==> src/design/gfx_pkg.sv <==
// frame is fixed at 640 x 480 row-major 16-bit words; coordinates are signed 12-bit (-2048..2047)
package gfx_pkg;

  // plain vector types with a meaning
  typedef logic signed [11:0] coord_t;    // screen x or y, may lie off-frame
  typedef logic        [15:0] color_t;    // rgb565
  typedef logic        [18:0] fb_addr_t;  // frame-buffer word address

  // visible frame, typed as coordinates so clip compares stay signed
  localparam coord_t FB_WIDTH  = 12'sd640;  // pixels per row
  localparam coord_t FB_HEIGHT = 12'sd480;  // rows per frame

  // kind of draw command
  typedef enum logic [1:0] {
    OP_POINT     = 2'd0,  // single pixel at a
    OP_LINE      = 2'd1,  // full line a to b
    OP_LINE_TO_Y = 2'd2   // line a to b, ends early on stop_y
  } draw_op_e;

  // one host command, held by the sequencer for its whole run
  typedef struct packed {
    draw_op_e op;      // command kind
    coord_t   ax;      // start x
    coord_t   ay;      // start y
    coord_t   bx;      // end x
    coord_t   by;      // end y
    coord_t   stop_y;  // stop scanline, OP_LINE_TO_Y only
    color_t   color;   // colour of every pixel of the command
  } draw_cmd_t;

  // one generated pixel position
  typedef struct packed {
    coord_t x;
    coord_t y;
  } pixel_t;

  // command sequencer states
  typedef enum logic [1:0] {
    IDLE   = 2'd0,  // waiting for a command
    RUN    = 2'd1,  // generator running
    FINISH = 2'd2   // run dropped, done pulse next
  } seq_state_e;

endpackage

==> src/design/line_generator.sv <==
// a, b and the stop controls must stay stable while run is high; draw_busy freezes the pixel path
module line_generator
  import gfx_pkg::*;
(
  input  logic   clk,
  input  logic   arst_n,
  input  logic   run,             // level, rising edge starts a command
  input  logic   draw_busy,       // writer stalled, hold everything on the pixel path
  input  logic   pass_thru_a,     // present a as a single pixel
  input  logic   ena_stop_y,      // end on the first pixel on stop_ypos
  input  pixel_t a,               // line start
  input  pixel_t b,               // line end
  input  coord_t stop_ypos,       // stop scanline
  output logic   busy,            // running a command
  output pixel_t pix,             // current pixel
  output logic   pixel_data_rdy,  // pix is valid
  output logic   ypos_stopped,    // ended on the stop scanline
  output logic   line_complete    // ended at b, or single pixel taken
);

  // 16 bits holds 2 * err for deltas up to 4095
  typedef logic signed [15:0] err_t;

  typedef enum logic {
    PH_SETUP = 1'b0,  // load error term
    PH_PLOT  = 1'b1   // step one pixel per cycle
  } phase_e;

  logic   last_run;   // run seen high and taken
  logic   start;      // run rising edge
  logic   same_pt;    // a equals b, treated as a point
  logic   draw_line;  // stepping a line
  logic   pass_pend;  // single pixel presented, waiting to be taken
  phase_e phase;
  coord_t xdir;       // +1 or -1
  coord_t ydir;
  err_t   dx;         // abs delta x
  err_t   dy;         // minus abs delta y
  err_t   errd;       // bresenham error term
  err_t   e2;         // doubled error
  err_t   err_nx;
  pixel_t pix_nx;     // next pixel on the path
  pixel_t b_l;        // latched end point
  logic   stop_en_l;
  coord_t stop_l;

  always_comb begin
    start   = run && !last_run;
    same_pt = (a == b);
    e2      = errd <<< 1;
    err_nx  = errd;
    pix_nx  = pix;
    if (e2 >= dy) begin  // x step
      err_nx   = err_nx + dy;
      pix_nx.x = pix.x + xdir;
    end
    if (e2 <= dx) begin  // y step, uses the same doubled error
      err_nx   = err_nx + dx;
      pix_nx.y = pix.y + ydir;
    end
  end

  always_ff @(posedge clk or negedge arst_n) begin
    if (!arst_n) begin
      last_run       <= 1'b0;
      draw_line      <= 1'b0;
      pass_pend      <= 1'b0;
      phase          <= PH_SETUP;
      busy           <= 1'b0;
      pixel_data_rdy <= 1'b0;
      ypos_stopped   <= 1'b0;
      line_complete  <= 1'b0;
      pix            <= '0;
      b_l            <= '0;
      stop_en_l      <= 1'b0;
      stop_l         <= '0;
      xdir           <= '0;
      ydir           <= '0;
      dx             <= '0;
      dy             <= '0;
      errd           <= '0;
    end else begin
      // status towards the sequencer follows run even while frozen,
      // so a long stall cannot leave a stale flag or a missed start
      if (!run) begin
        last_run      <= 1'b0;
        line_complete <= 1'b0;
        ypos_stopped  <= 1'b0;
      end
      if (!draw_busy) begin
        if (run) begin
          last_run <= 1'b1;  // start is consumed only when not frozen
        end
        if (start) begin
          busy          <= 1'b1;
          line_complete <= 1'b0;
          ypos_stopped  <= 1'b0;
          phase         <= PH_SETUP;
          pix           <= a;  // start pixel, shown after setup
          b_l           <= b;
          stop_en_l     <= ena_stop_y;
          stop_l        <= stop_ypos;
          xdir          <= (b.x < a.x) ? -12'sd1 : 12'sd1;
          ydir          <= (b.y < a.y) ? -12'sd1 : 12'sd1;
          dx            <= (b.x > a.x) ? err_t'(b.x) - err_t'(a.x)
                                       : err_t'(a.x) - err_t'(b.x);
          dy            <= (a.y > b.y) ? err_t'(b.y) - err_t'(a.y)  // negative abs dy
                                       : err_t'(a.y) - err_t'(b.y);
          if (pass_thru_a || same_pt) begin
            pixel_data_rdy <= 1'b1;  // a shown next cycle
            pass_pend      <= 1'b1;
            draw_line      <= 1'b0;
          end else begin
            pixel_data_rdy <= 1'b0;  // nothing valid during setup
            pass_pend      <= 1'b0;
            draw_line      <= 1'b1;
          end
        end else if (pass_pend) begin
          // writer took the single pixel at this edge
          pass_pend      <= 1'b0;
          pixel_data_rdy <= 1'b0;
          busy           <= 1'b0;
          line_complete  <= 1'b1;
        end else if (draw_line) begin
          case (phase)
            PH_SETUP: begin
              errd           <= dx + dy;
              phase          <= PH_PLOT;
              pixel_data_rdy <= 1'b1;  // start pixel valid from here
            end
            PH_PLOT: begin
              if (pix == b_l) begin  // end point was just taken
                line_complete  <= 1'b1;
                draw_line      <= 1'b0;
                pixel_data_rdy <= 1'b0;
                busy           <= 1'b0;
                phase          <= PH_SETUP;
              end else if (stop_en_l && pix.y == stop_l) begin  // first pixel on stop row
                ypos_stopped   <= 1'b1;
                draw_line      <= 1'b0;
                pixel_data_rdy <= 1'b0;
                busy           <= 1'b0;
                phase          <= PH_SETUP;
              end else begin
                errd <= err_nx;
                pix  <= pix_nx;
              end
            end
          endcase
        end else begin  // idle, drop the one-cycle flags
          pixel_data_rdy <= 1'b0;
          line_complete  <= 1'b0;
          ypos_stopped   <= 1'b0;
          busy           <= 1'b0;
          phase          <= PH_SETUP;
        end
      end
    end
  end

endmodule

==> src/design/geo_cmd_seq.sv <==
// one command at a time; strobes while cmd_busy is high are dropped, op code 3 is drawn as a line
module geo_cmd_seq
  import gfx_pkg::*;
(
  input  logic      clk,
  input  logic      arst_n,
  input  logic      cmd_valid,      // one-cycle command strobe
  input  draw_cmd_t cmd,
  output logic      cmd_busy,       // command in progress
  output logic      cmd_done,       // one-cycle end pulse
  output logic      cmd_stopped,    // with cmd_done, ended on stop_y
  output logic      run,            // level to the generator
  output logic      pass_thru_a,
  output logic      ena_stop_y,
  output pixel_t    a,
  output pixel_t    b,
  output coord_t    stop_ypos,
  output color_t    color,          // held for the whole command
  input  logic      line_complete,
  input  logic      ypos_stopped
);

  seq_state_e state;
  draw_cmd_t  cmd_r;     // accepted command
  logic       accept;
  logic       hit_stop;  // ended on the stop scanline

  assign cmd_busy = (state != IDLE);
  assign accept   = cmd_valid && !cmd_busy;

  // command fields towards the generator and writer
  assign pass_thru_a = (cmd_r.op == OP_POINT);
  assign ena_stop_y  = (cmd_r.op == OP_LINE_TO_Y);
  assign a.x         = cmd_r.ax;
  assign a.y         = cmd_r.ay;
  assign b.x         = cmd_r.bx;
  assign b.y         = cmd_r.by;
  assign stop_ypos   = cmd_r.stop_y;
  assign color       = cmd_r.color;

  // payload, only loaded on accept
  always_ff @(posedge clk) begin
    if (accept) begin
      cmd_r <= cmd;
    end
  end

  always_ff @(posedge clk or negedge arst_n) begin
    if (!arst_n) begin
      state       <= IDLE;
      run         <= 1'b0;
      hit_stop    <= 1'b0;
      cmd_done    <= 1'b0;
      cmd_stopped <= 1'b0;
    end else begin
      cmd_done    <= 1'b0;  // pulses by default low
      cmd_stopped <= 1'b0;
      case (state)
        IDLE: begin
          if (cmd_valid) begin  // busy is low here
            run      <= 1'b1;  // generator sees the rising edge next cycle
            hit_stop <= 1'b0;
            state    <= RUN;
          end
        end
        RUN: begin
          if (line_complete || ypos_stopped) begin
            run      <= 1'b0;
            hit_stop <= ypos_stopped && !line_complete;
            state    <= FINISH;
          end
        end
        FINISH: begin
          cmd_done    <= 1'b1;  // same cycle as busy going low
          cmd_stopped <= hit_stop;
          state       <= IDLE;
        end
        default: begin
          run   <= 1'b0;
          state <= IDLE;
        end
      endcase
    end
  end

endmodule

==> src/design/pixel_writer.sv <==
// clips to 640 x 480 and writes one word per pixel; a stalled write holds address and colour
module pixel_writer
  import gfx_pkg::*;
(
  input  logic     clk,
  input  logic     arst_n,
  input  pixel_t   pix,             // pixel from the generator
  input  logic     pixel_data_rdy,  // pix valid
  input  color_t   color,           // command colour
  input  logic     mem_stall,       // frame buffer not ready
  output logic     draw_busy,       // freeze the generator
  output logic     wr_en,
  output fb_addr_t wr_addr,
  output color_t   wr_color
);

  logic     take;      // pixel accepted this cycle
  logic     in_frame;  // pixel lies on the visible frame
  fb_addr_t addr_nx;

  assign draw_busy = wr_en && mem_stall;  // write held, nothing new taken
  assign take      = pixel_data_rdy && !draw_busy;

  assign in_frame = (pix.x >= 12'sd0) && (pix.x < FB_WIDTH) &&
                    (pix.y >= 12'sd0) && (pix.y < FB_HEIGHT);

  // row-major, only meaningful when in_frame so the low bits are enough
  assign addr_nx = fb_addr_t'(pix.y[9:0]) * fb_addr_t'(FB_WIDTH) + fb_addr_t'(pix.x[9:0]);

  always_ff @(posedge clk or negedge arst_n) begin
    if (!arst_n) begin
      wr_en <= 1'b0;
    end else if (!draw_busy) begin
      wr_en <= take && in_frame;  // clipped pixels leave a gap
    end
  end

  // write payload
  always_ff @(posedge clk) begin
    if (take && in_frame) begin
      wr_addr  <= addr_nx;
      wr_color <= color;  // captured with the pixel, safe if the next command starts
    end
  end

endmodule

==> src/design/geo_draw_top.sv <==
// no handshake on the command side; cmd_done may come before a stalled last write has left
module geo_draw_top
  import gfx_pkg::*;
(
  input  logic      clk,
  input  logic      arst_n,
  input  logic      cmd_valid,
  input  draw_cmd_t cmd,
  output logic      cmd_busy,
  output logic      cmd_done,
  output logic      cmd_stopped,
  output logic      wr_en,
  output fb_addr_t  wr_addr,
  output color_t    wr_color,
  input  logic      mem_stall
);

  logic   run;
  logic   pass_thru_a;
  logic   ena_stop_y;
  pixel_t a;
  pixel_t b;
  coord_t stop_ypos;
  color_t color;          // command colour to the writer
  logic   line_complete;
  logic   ypos_stopped;
  pixel_t pix;
  logic   pixel_data_rdy;
  logic   draw_busy;      // writer stall back to the generator

  geo_cmd_seq u_seq (
    .clk           (clk),
    .arst_n        (arst_n),
    .cmd_valid     (cmd_valid),
    .cmd           (cmd),
    .cmd_busy      (cmd_busy),
    .cmd_done      (cmd_done),
    .cmd_stopped   (cmd_stopped),
    .run           (run),
    .pass_thru_a   (pass_thru_a),
    .ena_stop_y    (ena_stop_y),
    .a             (a),
    .b             (b),
    .stop_ypos     (stop_ypos),
    .color         (color),
    .line_complete (line_complete),
    .ypos_stopped  (ypos_stopped)
  );

  line_generator u_gen (
    .clk            (clk),
    .arst_n         (arst_n),
    .run            (run),
    .draw_busy      (draw_busy),
    .pass_thru_a    (pass_thru_a),
    .ena_stop_y     (ena_stop_y),
    .a              (a),
    .b              (b),
    .stop_ypos      (stop_ypos),
    .busy           (),          // sequencer tracks completion through the flags
    .pix            (pix),
    .pixel_data_rdy (pixel_data_rdy),
    .ypos_stopped   (ypos_stopped),
    .line_complete  (line_complete)
  );

  pixel_writer u_wr (
    .clk            (clk),
    .arst_n         (arst_n),
    .pix            (pix),
    .pixel_data_rdy (pixel_data_rdy),
    .color          (color),
    .mem_stall      (mem_stall),
    .draw_busy      (draw_busy),
    .wr_en          (wr_en),
    .wr_addr        (wr_addr),
    .wr_color       (wr_color)
  );

endmodule

==> config.mk <==
export PLATFORM = sky130hd
export DESIGN_NAME = geo_draw_top
export DESIGN_NICKNAME = d
export VERILOG_FILES = /design/src/design/gfx_pkg.sv /design/src/design/line_generator.sv /design/src/design/geo_cmd_seq.sv /design/src/design/pixel_writer.sv /design/src/design/geo_draw_top.sv
export SDC_FILE = /design/constraint.sdc
export NUM_CORES = 1
export LEC_CHECK = 0
export BUFFER_PORTS_ARGS = -buffer_cell sky130_fd_sc_hd__clkbuf_2
export CAP_MARGIN = 20
export CORE_ASPECT_RATIO = 0.5
export CORE_MARGIN = 5
export CORE_UTILIZATION = 30
export DETAILED_ROUTE_END_ITERATION = 7
export PLACE_DENSITY_LB_ADDON = 0.12
export SETUP_SLACK_MARGIN = 0.2
export SYNTH_ARGS = -nofsm -noshare
export SYNTH_HDL_FRONTEND = slang
export SYNTH_SLANG_ARGS = --single-unit
==> constraint.sdc <==
create_clock -name clk -period 5.68 [get_ports clk]
set_clock_uncertainty 0.15 [all_clocks]
set_input_delay 1.136 -clock clk [delete_from_list [all_inputs] [get_ports clk]]
set_output_delay 1.136 -clock clk [all_outputs]
set_load 0.005 [all_outputs]
# --- Yosys cells after proc, flatten, opt, wreduce, memory -nomap -nowiden ---
# Cells that the tools add are included.
totals:
  inputBits: 82
  reg_bits: 260
  output_inout_bits: 39
  word_cells: 171
classes:
  n_mul: 1
  eq_ne: 14
  addsub: 10
  magnitude_cmp: 10
  n_mux: 65
  n_reduce_logical: 33
  bitwise_logic: 5
ops:
  columns: ["operator", "count"]
  rows:
  - ["24-bit two-way mux", 6]
  - ["16-bit two-way mux", 6]
  - ["12-bit by 12-bit subtractor with 13-bit output", 4]
  - ["16-bit adder", 3]
  - ["24-bit == test", 2]
  - ["12-bit two-way mux", 4]
  - ["1-bit two-way mux", 41]
  - ["16-bit case mux with 2 select lines", 1]
  - ["12-bit adder", 2]
  - ["12-bit by 1-bit greater-or-equal comparator with 1-bit output, second input constant", 2]
  - ["12-bit > comparator", 2]
  - ["12-bit < comparator", 2]
  - ["19-bit adder", 1]
  - ["19-bit by 3-bit multiplier with 12-bit output, second input constant", 1]
  - ["16-bit greater-or-equal comparator", 1]
  - ["16-bit <= comparator", 1]
  - ["7-bit AND reduction", 2]
  - ["12-bit == test", 1]
  - ["12-bit by 10-bit < comparator with 1-bit output, second input constant", 1]
  - ["12-bit by 11-bit < comparator with 1-bit output, second input constant", 1]
  - ["2-bit nonzero test", 6]
  - ["1-bit logical AND", 10]
  - ["2-bit by 1-bit != test with 1-bit output, second input constant", 4]
  - ["2-bit AND reduction", 4]
  - ["14 further kinds", 30]

# --- Depth between registers and ports, before layout ---
depth:
  depth_word: 9
  ltp_mapped: 20

# --- Modules after synthesis ---
# A second synthesis with hierarchy kept.
unflattened:
  cells_unflattened: 1711
  hier_area_um2: 16195.5
modules_own_cells:
  columns: ["mod", "cells_per_inst", "instances", "area_each_um2"]
  rows:
  - ["line_generator", 1369, 1, 10941.7]
  - ["geo_cmd_seq", 180, 1, 3173.0]
  - ["pixel_writer", 162, 1, 2080.7]

# --- Worst setup path before layout ---
# OpenSTA, ideal clock, no wires.
synth_timing:
  path_kind: "in2reg"
  start: "input cmd_valid"
  end: "register u_seq.cmd_r, in the netlist u_seq.a[0], enable pin"
  path_stages: 2
  path_slack_ns: 0.612
  n_path_buf: 0
  arrival_time_ns: 4.403
  cell_sequence: "inv_1 > nor2_1"
synth_via:
  elab_chain_cells: 1
synth_rtl:
  columns: ["element", "line_no", "rtl"]
  rows:
  - ["start: declaration", "geo_draw_top.sv:7", "input logic cmd_valid,"]
  - ["1-bit logical AND", "geo_cmd_seq.sv:29", "assign accept = cmd_valid && !cmd_busy;"]
  - ["net u_seq.accept", "geo_cmd_seq.sv:25", "logic accept;"]
  - ["end signal: assignment", "geo_cmd_seq.sv:44", "cmd_r <= cmd;"]
  - ["end: declaration", "geo_cmd_seq.sv:24", "draw_cmd_t cmd_r;"]
# The timed path passes the listed nets, and every way through them passes these cells.
# A chain may end at the register's enable or synchronous reset.

# --- Worst setup path in the final report ---
layout_timing:
  start: "register u_gen.dy[10]"
  end: "register u_gen.errd[13]"
layout_via:
  elab_chain_cells: 7
  word_cells_on_any_way: 9
layout_rtl:
  columns: ["element", "line_no", "rtl"]
  rows:
  - ["start: declaration", "line_generator.sv:38", "err_t dy;"]
  - ["start signal: assignment", "line_generator.sv:107", "dy <= (a.y > b.y) ? err_t'(b.y) - err_t'(a.y)"]
  - ["16-bit adder or 16-bit greater-or-equal comparator (tied branches)", "line_generator.sv:54, line_generator.sv:53", null]
  - ["16-bit two-way mux", "line_generator.sv:53", "if (e2 >= dy) begin"]
  - ["16-bit adder", "line_generator.sv:58", "err_nx = err_nx + dx;"]
  - ["16-bit two-way mux", "line_generator.sv:57", "if (e2 <= dx) begin"]
  - ["16-bit two-way mux", "line_generator.sv:138", "end else if (stop_en_l && pix.y == stop_l) begin"]
  - ["16-bit two-way mux", "line_generator.sv:132", "if (pix == b_l) begin"]
  - ["16-bit case mux with 2 select lines (*)", "line_generator.sv:125", "case (phase)"]
  - ["end signal: assignment", "line_generator.sv:127", "errd <= dx + dy;"]
  - ["end signal: assignment", "line_generator.sv:145", "errd <= err_nx;"]
  - ["end: declaration", "line_generator.sv:39", "err_t errd;"]
# Every way passes the cells marked *; elsewhere a longest branch is shown, timed or not. The select of a mux whose other input is x is not followed.

==> flow_metrics.py <==
metrics = {
    "run_status": {
        "status": "finished, final reports clean",
    },
    "clock_network": {
        "insertion_delay_ps": 590,
        "cts_inserted_buffers": 27,
        "postCtsSetupRepairBufs": 0,
        "cts_root_buf": "clkbuf_16",
        "htree_levels": 1,
        "post_cts_resized": 0,
        "ctsHoldBuffers": 0,
        "cts_tree": "done",
        "clkSlewWorstSetupHoldPaths_ps": 70,
        "clock_path_buffers": 3,
        "cts_sinks": 232,
    },
    "die": {
        "die_y_um": 172,
        "rows": 59,
        "die-area_um2": 57400,
        "core_area_um2": 51900,
        "io_pins": 121,
        "initial_utilization_pct": 30.3,
        "die_w_um": 334,
    },
    "setup_path": {
        "crit_path_end_kind": "flip-flop",
        "crit_top_cell": "ha_1",
        "cp_cell_sequence": "inv_1, ha_1, nand4_1, a211o_1, a31o_2, a21oi_2, buf_4, mux2_2, ha_1, o21ai_0, a21oi_1, o41ai_2, o21ai_1, o31ai_1, xor2_1, nor2_1, o32a_1",
        "critPathLaunch": "u_gen.dy[10]",
        "path_buf_inv": 2,
        "path_max_fanout": 17,
        "crit_path_top_delay_cell": "dfrtp_1",
        "crit_arrival_ps": 5100,
        "critPathLaunchType": "flip-flop",
        "worstSetupPathType": "flip-flop to flip-flop",
        "worstReg2RegStart": "u_gen.dy[10]",
        "max_stage_delay_ps": 460,
        "cp_top_family": "compound AO/OA/AOI/OAI gates",
        "worstPathRequired_ps": 5990,
    },
    "layout": {
        "num-fill-cells": 5301,
        "num_antenna_cells": 0,
        "fin_nets": 1988,
        "drive_above_1_share_pct": 13.1,
        "fin_area_um2": 18000,
        "area_growth_pct": 14.7,
    },
    "sta": {
        "relSlewSlack_pct": 29.8,
        "min_period_ps": 4800,
        "worst_slew_pin_slew_ps": 1050,
        "rsz0062_at_grt": "no",
        "fin_crit_sh_pct": 84.4,
        "drv_slew": 0,
        "setup_viol": 0,
        "finalSetupTns_ps": 0,
        "finalHoldViolations": 0,
        "fmax_mhz": 208,
    },
    "placed_design": {
        "dp.final_hpwl_um": 35200,
        "io_buffer_count": 120,
        "gp_congestion": 0.819,
        "place_area_um2": 17100,
    },
    "yosys": {
        "synthCells": 1610,
        "syn_area_um2": 15700,
        "muxShareOfSynthArea_pct": 2.08,
        "synth_cell_types": 84,
        "ys_seq_area_share_pct": 40.5,
        "synth_area_leaders": "edfxtp_1 (22%), dfrtp_1 (19%), ha_1 (14%), nand2_1 (3.8%), o21ai_0 (3.7%)",
        "synth_top_area_share_pct": 21.6,
        "synth_edf_count": 113,
        "ys.warnings.count": 0,
        "synthAdderAreaFrac_pct": 15.2,
        "synth_nets": 1877,
        "synth_most_common_cell": "ha_1",
        "avgSynthCellArea_um2": 9.77,
        "synth_top_area_cell": "edfxtp_1",
        "synth_flop_cell": "dfrtp_1",
        "synthXorXnorAreaFrac_pct": 6.12,
        "synth_compound_area_share_pct": 18.5,
        "synth_top_family_by_area": "compound AO/OA/AOI/OAI gates",
        "async_flop_share_pct": 51.3,
        "synthSimpleGateAreaFrac_pct": 12.9,
        "ys_ff_latch": 232,
        "synth_common_cells": "ha_1 (174), nand2_1 (158), inv_1 (130), dfrtp_1 (119), o21ai_0 (115)",
    },
    "job": {
        "drv_cap": 0,
    },
    "hold_path": {
        "hold_path_class": "flip-flop to flip-flop",
        "hold_start": "u_seq.color[3]",
    },
    "global_route": {
        "grt_pass1_wl_um": 71000,
        "antenna_found_initial": 1,
        "grt_pass1_vias": 11917,
        "grt_max_degree": 86,
        "grt_usage_pct": 15.8,
        "grt-ovfl-total": 0,
    },
    "drt": {
        "avgRoutedWirePerCell_um": 18.8,
        "antenna_left": 0,
        "vias": 11872,
        "drtPass1Iterations": 5,
        "drc": 0,
        "wl_um": 46000,
        "via_per_inst": 4.86,
        "drtIter0Drc": 793,
    },
}
## flip-flops by register name, summed over array words and instances, names as in the netlist, 15 cells and up
name,flops
u_gen.b_l,24
u_gen.errd,15
u_gen.pix,24
u_seq.a,24
u_seq.b,24
u_seq.color,16
u_wr.wr_addr,19
u_wr.wr_color,16
## area by class of cell
class | instances | area [um2] | area share (%)
multi-input combinational | 1196 | 8640 | 47.9
timing repair buffer | 134 | 712 | 3.94
inverter | 130 | 488 | 2.70
tap | 701 | 877 | 4.86
sequential | 232 | 6370 | 35.3
clock inverter | 19 | 249 | 1.38
clock buffer | 31 | 711 | 3.94
## worst paths after layout
kind,to,slack (ps),cells past startpoint
worst min register to register,u_wr.wr_color[3],270,0
worst min-delay path,u_wr.wr_color[3],270,0
worst max register to register,u_gen.errd[13],880,17
min in group asynchronous,u_gen.stop_l[11],430,1
max in group asynchronous,u_gen.b_l[22],3900,2
worst max-delay path,u_gen.errd[13],880,17
## worst reg2reg max path, delay by kind of cell (launching register included)
family / cells / cell delay (ps)
buf+inv: 2 / 400
fa+ha+maj: 2 / 600
compound gates: 9 / 2310
simple gates: 2 / 200
flops: 1 / 460
mux: 1 / 390
xor+xnor: 1 / 180
## layer usage
| layer | wire [um] | share of wire (%) | vias to the layer above | track usage, % |
|---|---|---|---|---|
| met4 | 741 | 1.6 | 0 | 2.62 |
| met5 | 0 | 0 | - | 0 |
| met1 | 23400 | 51 | 5708 | 22.9 |
| met3 | 1250 | 2.7 | 42 | 2.22 |
| li1 | - | - | 6002 | - |
| met2 | 20600 | 45 | 120 | 25.6 |
## metrics by stage
step / util [%] / cells / worst slack (ps) / hold WS [ps]
CTS: 34.8 / 2442 / 897 / 271
global route: 34.8 / 2443 / 615 / 275
finish: 34.8 / 2443 / 883 / 267
floorplan: - / 1610 / 612 / 250
detailed placement: 32.9 / 2392 / 917 / 255
global placement: 32.9 / 2392 / 1010 / 250
## cells by family (layout without fill, tap and decap cells)
kind of cell	count (synthesis)	in the layout
compound gates	445	445
simple gates	425	425
flops	232	232
fa+ha+maj	185	185
buf+inv	182	314
xor+xnor	110	110
mux	31	31
## layout by cell type (no fill, tap or decap), types with 8 or more instances in the layout
cell	Yosys	final
mux2_2	11	11
o21ai_1	19	19
ha_1	174	174
nor3_1	25	25
o21a_1	19	19
clkbuf_16	0	27
buf_4	5	14
xnor2_1	63	63
or3_1	12	12
o21ai_0	115	115
a211oi_1	14	14
a21oi_1	94	94
nor2_1	93	91
o211ai_1	14	14
inv_1	130	130
and3_1	11	11
clkbuf_2	0	119
o22ai_1	13	13
xor2_1	47	47
a21o_1	48	48
nand2b_1	21	21
a31oi_1	15	15
nand2_1	158	157
fa_1	11	11
nor2b_1	22	21
edfxtp_1	113	113
mux2i_1	18	18
nand3_1	20	20
nor4_1	9	9
dfrtp_1	119	119
a21boi_0	11	11
nand4_1	15	15
o21bai_1	8	8
Power is not shown: default switching activity piles up to over one toggle a cycle in this logic, so the estimate is an artifact.
